$ cat src/rtl/mmu_pkg.sv
// shared widths, page table entry fields and enums, imported by every MMU module
`default_nettype none

package mmu_pkg;

    // ----------------------------------------------------------------------
    // address and page geometry (Sv32)
    // ----------------------------------------------------------------------
    localparam int unsigned VLEN      = 32;
    localparam int unsigned PLEN      = 32;
    localparam int unsigned PPNW      = 20;
    // one level of the virtual page number
    localparam int unsigned VPNW      = 10;
    localparam int unsigned PAGE_OFFW = 12;

    localparam int unsigned TLB_ENTRIES_DEF = 4;

    // ----------------------------------------------------------------------
    // page table entry bit positions
    // ----------------------------------------------------------------------
    localparam int unsigned PTE_V       = 0;
    localparam int unsigned PTE_R       = 1;
    localparam int unsigned PTE_W       = 2;
    localparam int unsigned PTE_X       = 3;
    localparam int unsigned PTE_U       = 4;
    localparam int unsigned PTE_A       = 6;
    localparam int unsigned PTE_D       = 7;
    // ppn occupies bits 29:10
    localparam int unsigned PTE_PPN_LSB = 10;

    // permission flags kept per tlb entry, G and RSW are not stored
    typedef struct packed {
        logic d;
        logic a;
        logic u;
        logic x;
        logic w;
        logic r;
        logic v;
    } pte_flags_t;

    typedef enum logic [0:0] {
        PRIV_U = 1'b0,
        PRIV_S = 1'b1
    } priv_lvl_e;

    // mcause codes of the two page faults the data side can raise
    typedef enum logic [4:0] {
        LOAD_PAGE_FAULT  = 5'd13,
        STORE_PAGE_FAULT = 5'd15
    } exc_cause_e;

    typedef enum logic [2:0] {
        PTW_IDLE,
        PTW_REQ_L1,
        PTW_WAIT_L1,
        PTW_REQ_L0,
        PTW_WAIT_L0,
        PTW_FAULT
    } ptw_state_e;

endpackage

`default_nettype wire

$ cat src/rtl/mmu_tlb_upd_if.sv
// refill bundle from the page table walker into the data TLB, one pulse per refill
`timescale 1ns/1ps
`default_nettype none

interface mmu_tlb_upd_if;
    import mmu_pkg::*;

    // one-cycle write strobe
    logic                      valid;
    // full virtual page number of the walked address
    logic [VLEN-PAGE_OFFW-1:0] vpn;
    // leaf ppn exactly as read from the pte
    logic [PPNW-1:0]           ppn;
    // leaf found at the first level, 4 MiB page
    logic                      is_super;
    pte_flags_t                flags;

    modport walker (
        output valid, vpn, ppn, is_super, flags
    );

    modport tlb (
        input valid, vpn, ppn, is_super, flags
    );

endinterface

`default_nettype wire

$ cat src/rtl/mmu_dtlb.sv
// fully associative data TLB, combinational lookup and refill from the page table walker
`timescale 1ns/1ps
`default_nettype none

module mmu_dtlb #(
    parameter int unsigned NR_ENTRIES = mmu_pkg::TLB_ENTRIES_DEF
) (
    input  logic                     clk_i,
    input  logic                     rst_ni,
    input  logic                     flush_i,
    mmu_tlb_upd_if.tlb               upd,
    input  logic [mmu_pkg::VLEN-1:0] lu_vaddr_i,
    output logic                     lu_hit_o,
    output logic [mmu_pkg::PPNW-1:0] lu_ppn_o,
    output logic                     lu_is_super_o,
    output mmu_pkg::pte_flags_t      lu_flags_o
);
    import mmu_pkg::*;

    // per entry storage
    logic [NR_ENTRIES-1:0]     valid_q;
    logic [NR_ENTRIES-1:0]     super_q;
    logic [VLEN-PAGE_OFFW-1:0] tag_q   [NR_ENTRIES];
    logic [PPNW-1:0]           ppn_q   [NR_ENTRIES];
    pte_flags_t                flags_q [NR_ENTRIES];

    // round robin replacement pointer
    logic [$clog2(NR_ENTRIES)-1:0] victim_q;

    logic [VLEN-PAGE_OFFW-1:0] lu_vpn;
    logic [NR_ENTRIES-1:0]     match;

    assign lu_vpn = lu_vaddr_i[VLEN-1:PAGE_OFFW];

    // ----------------------------------------------------------------------
    // lookup
    // ----------------------------------------------------------------------
    always_comb begin
        for (int i = 0; i < NR_ENTRIES; i++) begin
            // superpages only compare vpn[1]
            if (super_q[i]) begin
                match[i] = valid_q[i] && (tag_q[i][2*VPNW-1:VPNW] == lu_vpn[2*VPNW-1:VPNW]);
            end else begin
                match[i] = valid_q[i] && (tag_q[i] == lu_vpn);
            end
        end
    end

    assign lu_hit_o = |match;

    always_comb begin
        lu_ppn_o      = '0;
        lu_is_super_o = 1'b0;
        lu_flags_o    = '0;
        for (int i = 0; i < NR_ENTRIES; i++) begin
            if (match[i]) begin
                lu_is_super_o = super_q[i];
                lu_flags_o    = flags_q[i];
                // low ppn bits of a superpage come straight from vpn[0]
                if (super_q[i]) begin
                    lu_ppn_o = {ppn_q[i][PPNW-1:VPNW], lu_vpn[VPNW-1:0]};
                end else begin
                    lu_ppn_o = ppn_q[i];
                end
            end
        end
    end

    // ----------------------------------------------------------------------
    // refill and flush
    // ----------------------------------------------------------------------
    always_ff @(posedge clk_i or negedge rst_ni) begin
        if (!rst_ni) begin
            valid_q  <= '0;
            victim_q <= '0;
        end else begin
            if (flush_i) begin
                // flush wins over a refill in the same cycle
                valid_q <= '0;
            end else if (upd.valid) begin
                valid_q[victim_q] <= 1'b1;
            end
            if (upd.valid) begin
                if (victim_q == ($clog2(NR_ENTRIES))'(NR_ENTRIES - 1)) begin
                    victim_q <= '0;
                end else begin
                    victim_q <= victim_q + 1'b1;
                end
            end
        end
    end

    always_ff @(posedge clk_i) begin
        if (upd.valid) begin
            tag_q[victim_q]   <= upd.vpn;
            ppn_q[victim_q]   <= upd.ppn;
            super_q[victim_q] <= upd.is_super;
            flags_q[victim_q] <= upd.flags;
        end
    end

    // the walker only refills on a miss, so entries never overlap
    assert property (@(posedge clk_i) disable iff (!rst_ni) $onehot0(match));

endmodule

`default_nettype wire

$ cat src/rtl/mmu_lsu_stage.sv
// load/store translation register, builds the physical address and raises page faults
`timescale 1ns/1ps
`default_nettype none

module mmu_lsu_stage (
    input  logic                       clk_i,
    input  logic                       rst_ni,
    input  logic                       en_translation_i,
    input  logic                       lsu_req_i,
    input  logic [mmu_pkg::VLEN-1:0]   lsu_vaddr_i,
    input  logic                       lsu_is_store_i,
    input  mmu_pkg::priv_lvl_e         priv_lvl_i,
    input  logic                       sum_i,
    input  logic                       mxr_i,
    input  logic                       lu_hit_i,
    input  logic [mmu_pkg::PPNW-1:0]   lu_ppn_i,
    input  mmu_pkg::pte_flags_t        lu_flags_i,
    input  logic                       ptw_error_i,
    output logic                       lsu_dtlb_hit_o,
    output logic                       lsu_valid_o,
    output logic [mmu_pkg::PLEN-1:0]   lsu_paddr_o,
    output logic                       lsu_exc_valid_o,
    output mmu_pkg::exc_cause_e        lsu_exc_cause_o,
    output logic [mmu_pkg::VLEN-1:0]   lsu_exc_tval_o
);
    import mmu_pkg::*;

    // registered request and tlb answer
    logic            req_q;
    logic            en_q;
    logic            hit_q;
    logic [VLEN-1:0] vaddr_q;
    logic            is_store_q;
    logic [PPNW-1:0] ppn_q;
    pte_flags_t      flags_q;

    logic            priv_err;
    logic            perm_err;
    logic            hit_valid;

    // untranslated accesses are always ready
    assign lsu_dtlb_hit_o = en_translation_i ? lu_hit_i : 1'b1;

    // ----------------------------------------------------------------------
    // request register
    // ----------------------------------------------------------------------
    always_ff @(posedge clk_i or negedge rst_ni) begin
        if (!rst_ni) begin
            req_q <= 1'b0;
            en_q  <= 1'b0;
            hit_q <= 1'b0;
        end else begin
            req_q <= lsu_req_i;
            en_q  <= en_translation_i;
            hit_q <= lu_hit_i;
        end
    end

    always_ff @(posedge clk_i) begin
        vaddr_q    <= lsu_vaddr_i;
        is_store_q <= lsu_is_store_i;
        ppn_q      <= lu_ppn_i;
        flags_q    <= lu_flags_i;
    end

    // ----------------------------------------------------------------------
    // permission checks
    // ----------------------------------------------------------------------
    // S mode touches U pages only with SUM, U mode only U pages
    assign priv_err = ((priv_lvl_i == PRIV_S) && flags_q.u && !sum_i) ||
                      ((priv_lvl_i == PRIV_U) && !flags_q.u);

    // stores need W and an already set D bit
    // loads need R, or X when MXR is set
    assign perm_err = is_store_q ? (!flags_q.w || !flags_q.d)
                                 : !(flags_q.r || (flags_q.x && mxr_i));

    assign hit_valid = req_q && en_q && hit_q;

    // ----------------------------------------------------------------------
    // result
    // ----------------------------------------------------------------------
    // ppn already carries vaddr[21:12] for a superpage hit
    assign lsu_paddr_o = en_q ? {ppn_q, vaddr_q[PAGE_OFFW-1:0]} : vaddr_q;

    // a walk error completes the held request with a fault
    assign lsu_valid_o     = (req_q && (!en_q || hit_q)) || ptw_error_i;
    assign lsu_exc_valid_o = ptw_error_i || (hit_valid && (priv_err || perm_err));
    assign lsu_exc_cause_o = is_store_q ? STORE_PAGE_FAULT : LOAD_PAGE_FAULT;
    assign lsu_exc_tval_o  = vaddr_q;

    // walker errors only arrive while the missing request is still held,
    // so every valid result belongs to a registered request
    assert property (@(posedge clk_i) disable iff (!rst_ni) lsu_valid_o |-> req_q);

endmodule

`default_nettype wire

$ cat src/rtl/mmu_ptw.sv
// Sv32 page table walker, started by a data TLB miss and finished by a refill or a fault
`timescale 1ns/1ps
`default_nettype none

module mmu_ptw (
    input  logic                     clk_i,
    input  logic                     rst_ni,
    input  logic                     en_translation_i,
    input  logic                     lsu_req_i,
    input  logic [mmu_pkg::VLEN-1:0] lsu_vaddr_i,
    input  logic                     lu_hit_i,
    input  logic [mmu_pkg::PPNW-1:0] satp_ppn_i,
    mmu_tlb_upd_if.walker            upd,
    output logic                     ptw_error_o,
    output logic                     dtlb_miss_o,
    output logic                     mem_req_o,
    output logic [mmu_pkg::PLEN-1:0] mem_addr_o,
    input  logic                     mem_rvalid_i,
    input  logic [31:0]              mem_rdata_i
);
    import mmu_pkg::*;

    ptw_state_e      state_q, state_d;
    // address of the access that missed, held for the whole walk
    logic [VLEN-1:0] vaddr_q;
    logic [PLEN-1:0] addr_q, addr_d;

    logic            start;
    logic            level1;
    logic [PPNW-1:0] pte_ppn;
    pte_flags_t      pte;
    logic            pte_bad;
    logic            pte_leaf;
    logic            leaf_bad;

    // ----------------------------------------------------------------------
    // pte decode
    // ----------------------------------------------------------------------
    assign pte_ppn = mem_rdata_i[PTE_PPN_LSB +: PPNW];
    assign pte = '{
        d: mem_rdata_i[PTE_D],
        a: mem_rdata_i[PTE_A],
        u: mem_rdata_i[PTE_U],
        x: mem_rdata_i[PTE_X],
        w: mem_rdata_i[PTE_W],
        r: mem_rdata_i[PTE_R],
        v: mem_rdata_i[PTE_V]
    };

    assign level1   = (state_q == PTW_REQ_L1) || (state_q == PTW_WAIT_L1);
    // invalid, or the reserved W without R encoding
    assign pte_bad  = !pte.v || (pte.w && !pte.r);
    assign pte_leaf = pte.r || pte.x;
    // no hardware A/D update, a clear A bit is a fault
    // superpage leaf must be 4 MiB aligned
    assign leaf_bad = !pte.a || (level1 && (pte_ppn[VPNW-1:0] != '0));

    // a translated request that misses while idle kicks off a walk
    assign start       = (state_q == PTW_IDLE) && en_translation_i && lsu_req_i && !lu_hit_i;
    assign dtlb_miss_o = start;

    // read is held until the data comes back
    assign mem_req_o   = (state_q != PTW_IDLE) && (state_q != PTW_FAULT);
    assign mem_addr_o  = addr_q;
    assign ptw_error_o = (state_q == PTW_FAULT);

    // refill payload, qualified by upd.valid
    assign upd.vpn      = vaddr_q[VLEN-1:PAGE_OFFW];
    assign upd.ppn      = pte_ppn;
    assign upd.is_super = level1;
    assign upd.flags    = pte;

    // ----------------------------------------------------------------------
    // walker FSM
    // ----------------------------------------------------------------------
    always_comb begin
        state_d   = state_q;
        addr_d    = addr_q;
        upd.valid = 1'b0;
        case (state_q)
            PTW_IDLE: begin
                if (start) begin
                    state_d = PTW_REQ_L1;
                    // root table plus 4 * vpn[1]
                    addr_d  = {satp_ppn_i, lsu_vaddr_i[VLEN-1 -: VPNW], 2'b00};
                end
            end
            PTW_FAULT: begin
                state_d = PTW_IDLE;
            end
            default: begin
                // data may already arrive in a REQ state
                if (mem_rvalid_i) begin
                    if (pte_bad) begin
                        state_d = PTW_FAULT;
                    end else if (pte_leaf) begin
                        if (leaf_bad) begin
                            state_d = PTW_FAULT;
                        end else begin
                            upd.valid = 1'b1;
                            state_d   = PTW_IDLE;
                        end
                    end else if (level1) begin
                        // pointer to the second level, plus 4 * vpn[0]
                        state_d = PTW_REQ_L0;
                        addr_d  = {pte_ppn, vaddr_q[PAGE_OFFW +: VPNW], 2'b00};
                    end else begin
                        // Sv32 has no third level
                        state_d = PTW_FAULT;
                    end
                end else if (state_q == PTW_REQ_L1) begin
                    state_d = PTW_WAIT_L1;
                end else if (state_q == PTW_REQ_L0) begin
                    state_d = PTW_WAIT_L0;
                end
            end
        endcase
    end

    always_ff @(posedge clk_i or negedge rst_ni) begin
        if (!rst_ni) begin
            state_q <= PTW_IDLE;
        end else begin
            state_q <= state_d;
        end
    end

    always_ff @(posedge clk_i) begin
        addr_q <= addr_d;
        if (start) begin
            vaddr_q <= lsu_vaddr_i;
        end
    end

    // memory sees a stable read until it answers
    assert property (@(posedge clk_i) disable iff (!rst_ni)
        mem_req_o && !mem_rvalid_i |=> mem_req_o && $stable(mem_addr_o));

endmodule

`default_nettype wire

$ cat src/rtl/mmu_top.sv
// data-side Sv32 MMU top level, wires the TLB, walker and load/store stage to plain ports
`timescale 1ns/1ps
`default_nettype none

module mmu_top (
    input  logic                       clk_i,
    input  logic                       rst_ni,
    input  logic                       en_translation_i,
    input  logic                       flush_tlb_i,
    input  logic                       lsu_req_i,
    input  logic [mmu_pkg::VLEN-1:0]   lsu_vaddr_i,
    input  logic                       lsu_is_store_i,
    input  mmu_pkg::priv_lvl_e         priv_lvl_i,
    input  logic                       sum_i,
    input  logic                       mxr_i,
    input  logic [mmu_pkg::PPNW-1:0]   satp_ppn_i,
    output logic                       lsu_dtlb_hit_o,
    output logic                       lsu_valid_o,
    output logic [mmu_pkg::PLEN-1:0]   lsu_paddr_o,
    output logic                       lsu_exc_valid_o,
    output mmu_pkg::exc_cause_e        lsu_exc_cause_o,
    output logic [mmu_pkg::VLEN-1:0]   lsu_exc_tval_o,
    output logic                       dtlb_miss_o,
    output logic                       mem_req_o,
    output logic [mmu_pkg::PLEN-1:0]   mem_addr_o,
    input  logic                       mem_rvalid_i,
    input  logic [31:0]                mem_rdata_i
);
    import mmu_pkg::*;

    // tlb lookup result, shared by walker and load/store stage
    logic            lu_hit;
    logic [PPNW-1:0] lu_ppn;
    pte_flags_t      lu_flags;
    logic            ptw_error;

    mmu_tlb_upd_if upd_if ();

    mmu_dtlb #(
        .NR_ENTRIES    ( TLB_ENTRIES_DEF )
    ) i_dtlb (
        .clk_i         ( clk_i           ),
        .rst_ni        ( rst_ni          ),
        .flush_i       ( flush_tlb_i     ),
        .upd           ( upd_if.tlb      ),
        .lu_vaddr_i    ( lsu_vaddr_i     ),
        .lu_hit_o      ( lu_hit          ),
        .lu_ppn_o      ( lu_ppn          ),
        // page size is already folded into lu_ppn
        .lu_is_super_o (                 ),
        .lu_flags_o    ( lu_flags        )
    );

    mmu_ptw i_ptw (
        .clk_i            ( clk_i            ),
        .rst_ni           ( rst_ni           ),
        .en_translation_i ( en_translation_i ),
        .lsu_req_i        ( lsu_req_i        ),
        .lsu_vaddr_i      ( lsu_vaddr_i      ),
        .lu_hit_i         ( lu_hit           ),
        .satp_ppn_i       ( satp_ppn_i       ),
        .upd              ( upd_if.walker    ),
        .ptw_error_o      ( ptw_error        ),
        .dtlb_miss_o      ( dtlb_miss_o      ),
        .mem_req_o        ( mem_req_o        ),
        .mem_addr_o       ( mem_addr_o       ),
        .mem_rvalid_i     ( mem_rvalid_i     ),
        .mem_rdata_i      ( mem_rdata_i      )
    );

    mmu_lsu_stage i_lsu_stage (
        .clk_i            ( clk_i            ),
        .rst_ni           ( rst_ni           ),
        .en_translation_i ( en_translation_i ),
        .lsu_req_i        ( lsu_req_i        ),
        .lsu_vaddr_i      ( lsu_vaddr_i      ),
        .lsu_is_store_i   ( lsu_is_store_i   ),
        .priv_lvl_i       ( priv_lvl_i       ),
        .sum_i            ( sum_i            ),
        .mxr_i            ( mxr_i            ),
        .lu_hit_i         ( lu_hit           ),
        .lu_ppn_i         ( lu_ppn           ),
        .lu_flags_i       ( lu_flags         ),
        .ptw_error_i      ( ptw_error        ),
        .lsu_dtlb_hit_o   ( lsu_dtlb_hit_o   ),
        .lsu_valid_o      ( lsu_valid_o      ),
        .lsu_paddr_o      ( lsu_paddr_o      ),
        .lsu_exc_valid_o  ( lsu_exc_valid_o  ),
        .lsu_exc_cause_o  ( lsu_exc_cause_o  ),
        .lsu_exc_tval_o   ( lsu_exc_tval_o   )
    );

endmodule

`default_nettype wire

$ cat config.mk
export PLATFORM = sky130hd
export DESIGN_NAME = mmu_top
export DESIGN_NICKNAME = d
export VERILOG_FILES = /design/src/rtl/mmu_pkg.sv /design/src/rtl/mmu_tlb_upd_if.sv /design/src/rtl/mmu_dtlb.sv /design/src/rtl/mmu_lsu_stage.sv /design/src/rtl/mmu_ptw.sv /design/src/rtl/mmu_top.sv
export SDC_FILE = /design/constraint.sdc
export NUM_CORES = 1
export LEC_CHECK = 0
export BUFFER_PORTS_ARGS = -buffer_cell sky130_fd_sc_hd__buf_2
export CORE_ASPECT_RATIO = 0.7
export CORE_MARGIN = 4
export CORE_UTILIZATION = 55
export CTS_BUF_LIST = sky130_fd_sc_hd__clkbuf_4 sky130_fd_sc_hd__clkbuf_8 sky130_fd_sc_hd__clkbuf_16
export DETAILED_ROUTE_END_ITERATION = 16
export PLACE_DENSITY_LB_ADDON = 0.08
export SLEW_MARGIN = 20
export SYNTH_ARGS = -nofsm -noshare
export SYNTH_HDL_FRONTEND = slang
export SYNTH_HIERARCHICAL = 1
export SYNTH_SLANG_ARGS = --single-unit
$ cat constraint.sdc
create_clock -name clk_i -period 6.9 [get_ports clk_i]
set_input_delay 1.38 -clock clk_i [delete_from_list [all_inputs] [get_ports clk_i]]
set_output_delay 1.38 -clock clk_i [all_outputs]
set_load 0.03 [all_outputs]
After elaboration in Yosys (flattened, before gate mapping)
Memories as Yosys holds them, arrays and structs flattened.
Cells that the tools add are included.

word-level totals
  flip-flop bits (word level) = 138
  latch bits = 0
  memory bits (writable) = 188
  memory bits (read-only) = 0
  input bits = 94
  word-level logic and storage cells = 146
  memories kept = 3

memories
  memory          depth  bits a word  rd ports  clocked after Yosys merged registers in  write ports  RTL line        source
  i_dtlb.ppn_q    4      20           4         0                                        1            mmu_dtlb.sv:24  logic [PPNW-1:0] ppn_q [NR_ENTRIES];
  i_dtlb.tag_q    4      20           4         0                                        1            mmu_dtlb.sv:23  logic [VLEN-PAGE_OFFW-1:0] tag_q [NR_ENTRIES];
  i_dtlb.flags_q  4      7            4         0                                        1            mmu_dtlb.sv:25  pte_flags_t flags_q [NR_ENTRIES];

cells by class
  add/subtract/negate cells = 1
  multiply operators = 0
  div/mod/pow operators = 0
  $lt $le $gt $ge = 2
  equality and inequality tests = 17
  shift-type cells = 0
  muxes and demuxes = 48
  bitwise operators = 3
  reductions and logical operators = 55

operator list
  operator            number
  $mux 32             6
  $eq 20x20->1        4
  $mux 20             4
  $pmux 32 s2         1
  $eq 10x10->1        4
  $mux 10             4
  $mux 7              4
  $mux 3              8
  $logic_and 1x1->1   23
  $mux 1              14
  $logic_or 1x1->1    11
  $logic_not 1->1     10
  $reduce_bool 10->1  1
  $mux 4              2
  $eq 3x2->1 const B  2
  $ne 2x2->1 const B  3
  $pmux 3 s2          1
  $reduce_and 6->1    1
  $reduce_bool 2->1   3
  $reduce_bool 5->1   1
  $bwmux 4            1
  $mux 2              2
  $or 4x4->4          1
  $reduce_or 4->1     1
  13 further kinds    14

Depth between registers and ports, before layout
  word-level depth = 11
  depth in mapped cells = 13
  depth with buffers taken out = 10

Cells and area by module
The synthesis kept the hierarchy.

modules (own cells, without submodules)
  module         times used  cells each  area an instance (µm²)
  mmu_dtlb       1           563         8483.1
  mmu_ptw        1           152         2407.3
  mmu_lsu_stage  1           113         1682.9

Worst setup path before layout
No wires, ideal clock.

  path kind = input to output
  start point = input lsu_vaddr_i[16] (netlist bit)
  end point = output dtlb_miss_o
  arrival = 5.460 ns
  data required time = 5.520 ns
  path slack = 0.060 ns
  cell stages on the path = 11
  cell sequence = buf_2 xnor2_1 nand4_1 nor4_2 o21ai_1 and2_1 buf_2 buf_4 nand2_1 nand3b_1 nor4_1

between the ends
  word-level cells in the longest chain between the ends = 6

ends and longest elaborated chain
  what                   RTL line        source
  from (decl)            mmu_top.sv:11   input logic [mmu_pkg::VLEN-1:0] lsu_vaddr_i,
  $eq 20x20->1           mmu_dtlb.sv:44  match[i] = valid_q[i] && (tag_q[i] == lu_vpn);
  $logic_and 1x1->1      mmu_dtlb.sv:44
  $mux 1                 mmu_dtlb.sv:41  if (super_q[i]) begin
  $reduce_or 4->1 (*)    mmu_dtlb.sv:49  assign lu_hit_o = |match;
  net lu_hit             mmu_top.sv:32   logic lu_hit;
  $logic_not 1->1 (*)    mmu_ptw.sv:59   assign start = (state_q == PTW_IDLE) && en_translation_i && lsu_req_i && !lu_hit_i;
  $logic_and 1x1->1 (*)  mmu_ptw.sv:59
  to (decl)              mmu_top.sv:23   output logic dtlb_miss_o,

Mark *: on every way through the listed nets, which the timed path passes. The rest lies on a longest branch.

Worst setup path in the final report
  start point = input lsu_vaddr_i[17] (netlist bit)
  end point = output dtlb_miss_o

The elaborated chain is that of the path after synthesis.

==> results by group <==
Timing
  • Max-slew headroom: 40.4%
  • RSZ-0062 raised after global routing: no
  • Setup Skew: 10.4 ps
  • Tcrit/Tclk final: 76.0%
  • Fmax: 191 MHz
  • Number of hold violations in the final report: 0
  • Fin Setup TNS: 0 ps
  • Max-slew violation count: 0
  • Slew @ Worst Pin: 894 ps
  • Tmin final: 5250 ps
  • Final setup viols: 0

Synth
  • Syn Area/Cell: 15.2 um^2
  • Mapped cell area: 12200 um^2
  • Synth warn: 6
  • Synthesized instance count: 803

Place
  • Hpwl dp: 18200 um
  • Port Buffer Count: 188
  • Placer Congestion: 0.831

Setup path
  • WP buf/inv: 3
  • Most used cell, CP: buf_2
  • Kind of critical path: in2out
  • Crit. End Element: output port
  • Crit path from: lsu_vaddr_i[17]
  • Worst path arrival time: 3870 ps
  • Slowest-stage cell, CP: nor4_2
  • Reg-to-Reg Start: i_dtlb/super_q[2]
  • Cell family contributing the most delay on the critical path: simple AND/OR/NAND/NOR gates
  • Worst setup SP type: input port
  • Crit-path cells: buf_2 -> xnor2_1 -> nand4_1 -> nor4_1 -> o21ai_2 -> buf_4 -> and2_1 -> nand2_1 -> nand3b_1 -> nor4_2 -> buf_2
  • Slowest stage delay, CP: 520 ps
  • Worst EP required: 5520 ps
  • Crit-path max FO: 35

Routing
  • Routed vias/inst: 5.60
  • Final wirelength: 27700 um
  • DR WL met2: 12600 um
  • Avg WL per Cell: 22.2 um
  • Vias: 6973
  • Initial DRC count: 650
  • Metal3 WL: 2000 um
  • Remaining antenna violation count: 0
  • M1 wire length: 12600 um
  • Top sig layer: met4
  • Residual DRC count: 0
  • DR pass1 iterations: 5

CTS
  • PostCTS Resize Cnt: 0
  • Clock latency on the worst-skew pair: 530 ps
  • CTS tree: yes
  • Root Driver: clkbuf_16
  • CTS buffer count: 28
  • Clock-pin slew of the registers on the worst-case setup and hold paths: 60 ps
  • Post-CTS Hold Fix Bufs: 0
  • H-Tree Depth: 1
  • Clock Sinks: 304
  • Max Root-Sink Buffers: 3
  • Setup bufs post-CTS: 0

Worst hold path
  • Tightest Hold Check Type: reg2reg
  • Hold Crit Start: i_ptw/vaddr_q[24]

Final layout
  • Commonest non-fill, non-tap cell in the layout: edfxtp_1
  • Fillcell total: 1599
  • Commonest cells after routing, fill and taps aside: 234 x edfxtp_1, 188 x buf_2, 72 x xnor2_1
  • Syn-to-layout area delta: 13.7%
  • Fin nets: 1039
  • Share of layout cells above drive strength 1: 34.1%

Global routing
  • Overflow after GRT: 0
  • Vias in the first global route: 7160
  • Initial antenna violation count: 1
  • GRT Total Usage: 22.3%
  • First-pass GRT wire length: 42100 um
  • Largest net degree at the start of global routing: 39

Job
  • Max Cap Viol: 0

Die
  • Die X: 186 um
  • Die Y: 133 um
  • Die area: 24700 um^2
  • Core Rows: 45
  • Core area: 21800 um^2
  • Initial Util: 56.1%
  • I/O pin cnt: 200

Power and ir drop
  • Worst VDD drop: 0.228 mV
  • P_leak: 5.30 nW
  • Final Total Pwr: 4.43 mW
  • PwrDens: 319 nW/um^2

Status
  • Status: finished, final reports clean
final cells by class:
class / instances / area (um^2) / share of cell area (%)
repair buffers: 201 / 1040 / 7.47
well taps: 282 / 353 / 2.54
clock buffers: 43 / 843 / 6.06
flip-flops and latches: 304 / 8490 / 61.0
inverters: 2 / 7.51 / 0.0540
diodes: 2 / 5.00 / 0.0360
clock inverters: 8 / 72.6 / 0.522
multi-input cells: 404 / 3100 / 22.3
stage by stage:
step | hold WS [ps] | util (%) | instances | area [um^2] | setup WS (ps)
final | 500 | 63.8 | 1246 | 13900 | 1650
after global routing | 524 | 63.8 | 1245 | 13900 | 1490
after detailed placement | 482 | 59.6 | 1193 | 13000 | 1660
after floorplan | 459 | - | 806 | 12200 | 90.6
after global placement | 466 | 59.6 | 1193 | 13000 | 1670
after CTS | 497 | 63.8 | 1244 | 13900 | 1640
per-layer routing:
metal	vias to the layer above	track usage [%]
met2	274	34.1
met5	-	0
met1	3495	34.4
li1	3171	-
met4	0	4.00
met3	33	3.65
path summary, 6_finish.rpt:
check / slack [ps] / cells after the start / end
worst max-delay path: 1650 / 11 / dtlb_miss_o
worst min-delay path: 500 / 0 / i_dtlb/tag_q[2][12]
worst max register to register: 3510 / 9 / i_ptw/mem_addr_o[24]
worst min register to register: 500 / 0 / i_dtlb/tag_q[2][12]
max in group asynchronous: 5890 / 1 / i_dtlb/victim_q[0]
min in group asynchronous: 750 / 1 / i_lsu_stage/hit_q
power breakdown:
| part | total [mW] | switching, mW | leakage (nW) | internal (mW) |
|---|---|---|---|---|
| registers | 2.23 | 0.0807 | 2.75 | 2.15 |
| clock network | 1.51 | 0.630 | 0.469 | 0.882 |
| logic | 0.691 | 0.452 | 2.08 | 0.239 |
registers in the layout (all words and copies together) (netlist names):
register	cells
i_lsu_stage/en_q	1
i_dtlb/tag_q	80
i_dtlb/valid_q	4
i_lsu_stage/flags_q	5
i_lsu_stage/req_q	1
i_dtlb/victim_q	2
i_lsu_stage/lsu_exc_tval_o	32
i_lsu_stage/hit_q	1
i_dtlb/ppn_q	80
i_ptw/vaddr_q	20
i_ptw/state_q	3
i_dtlb/flags_q	20
i_dtlb/super_q	4
i_lsu_stage/ppn_q	20
i_ptw/mem_addr_o	30
i_lsu_stage/is_store_q	1
Power figures use the tool's default switching activity.
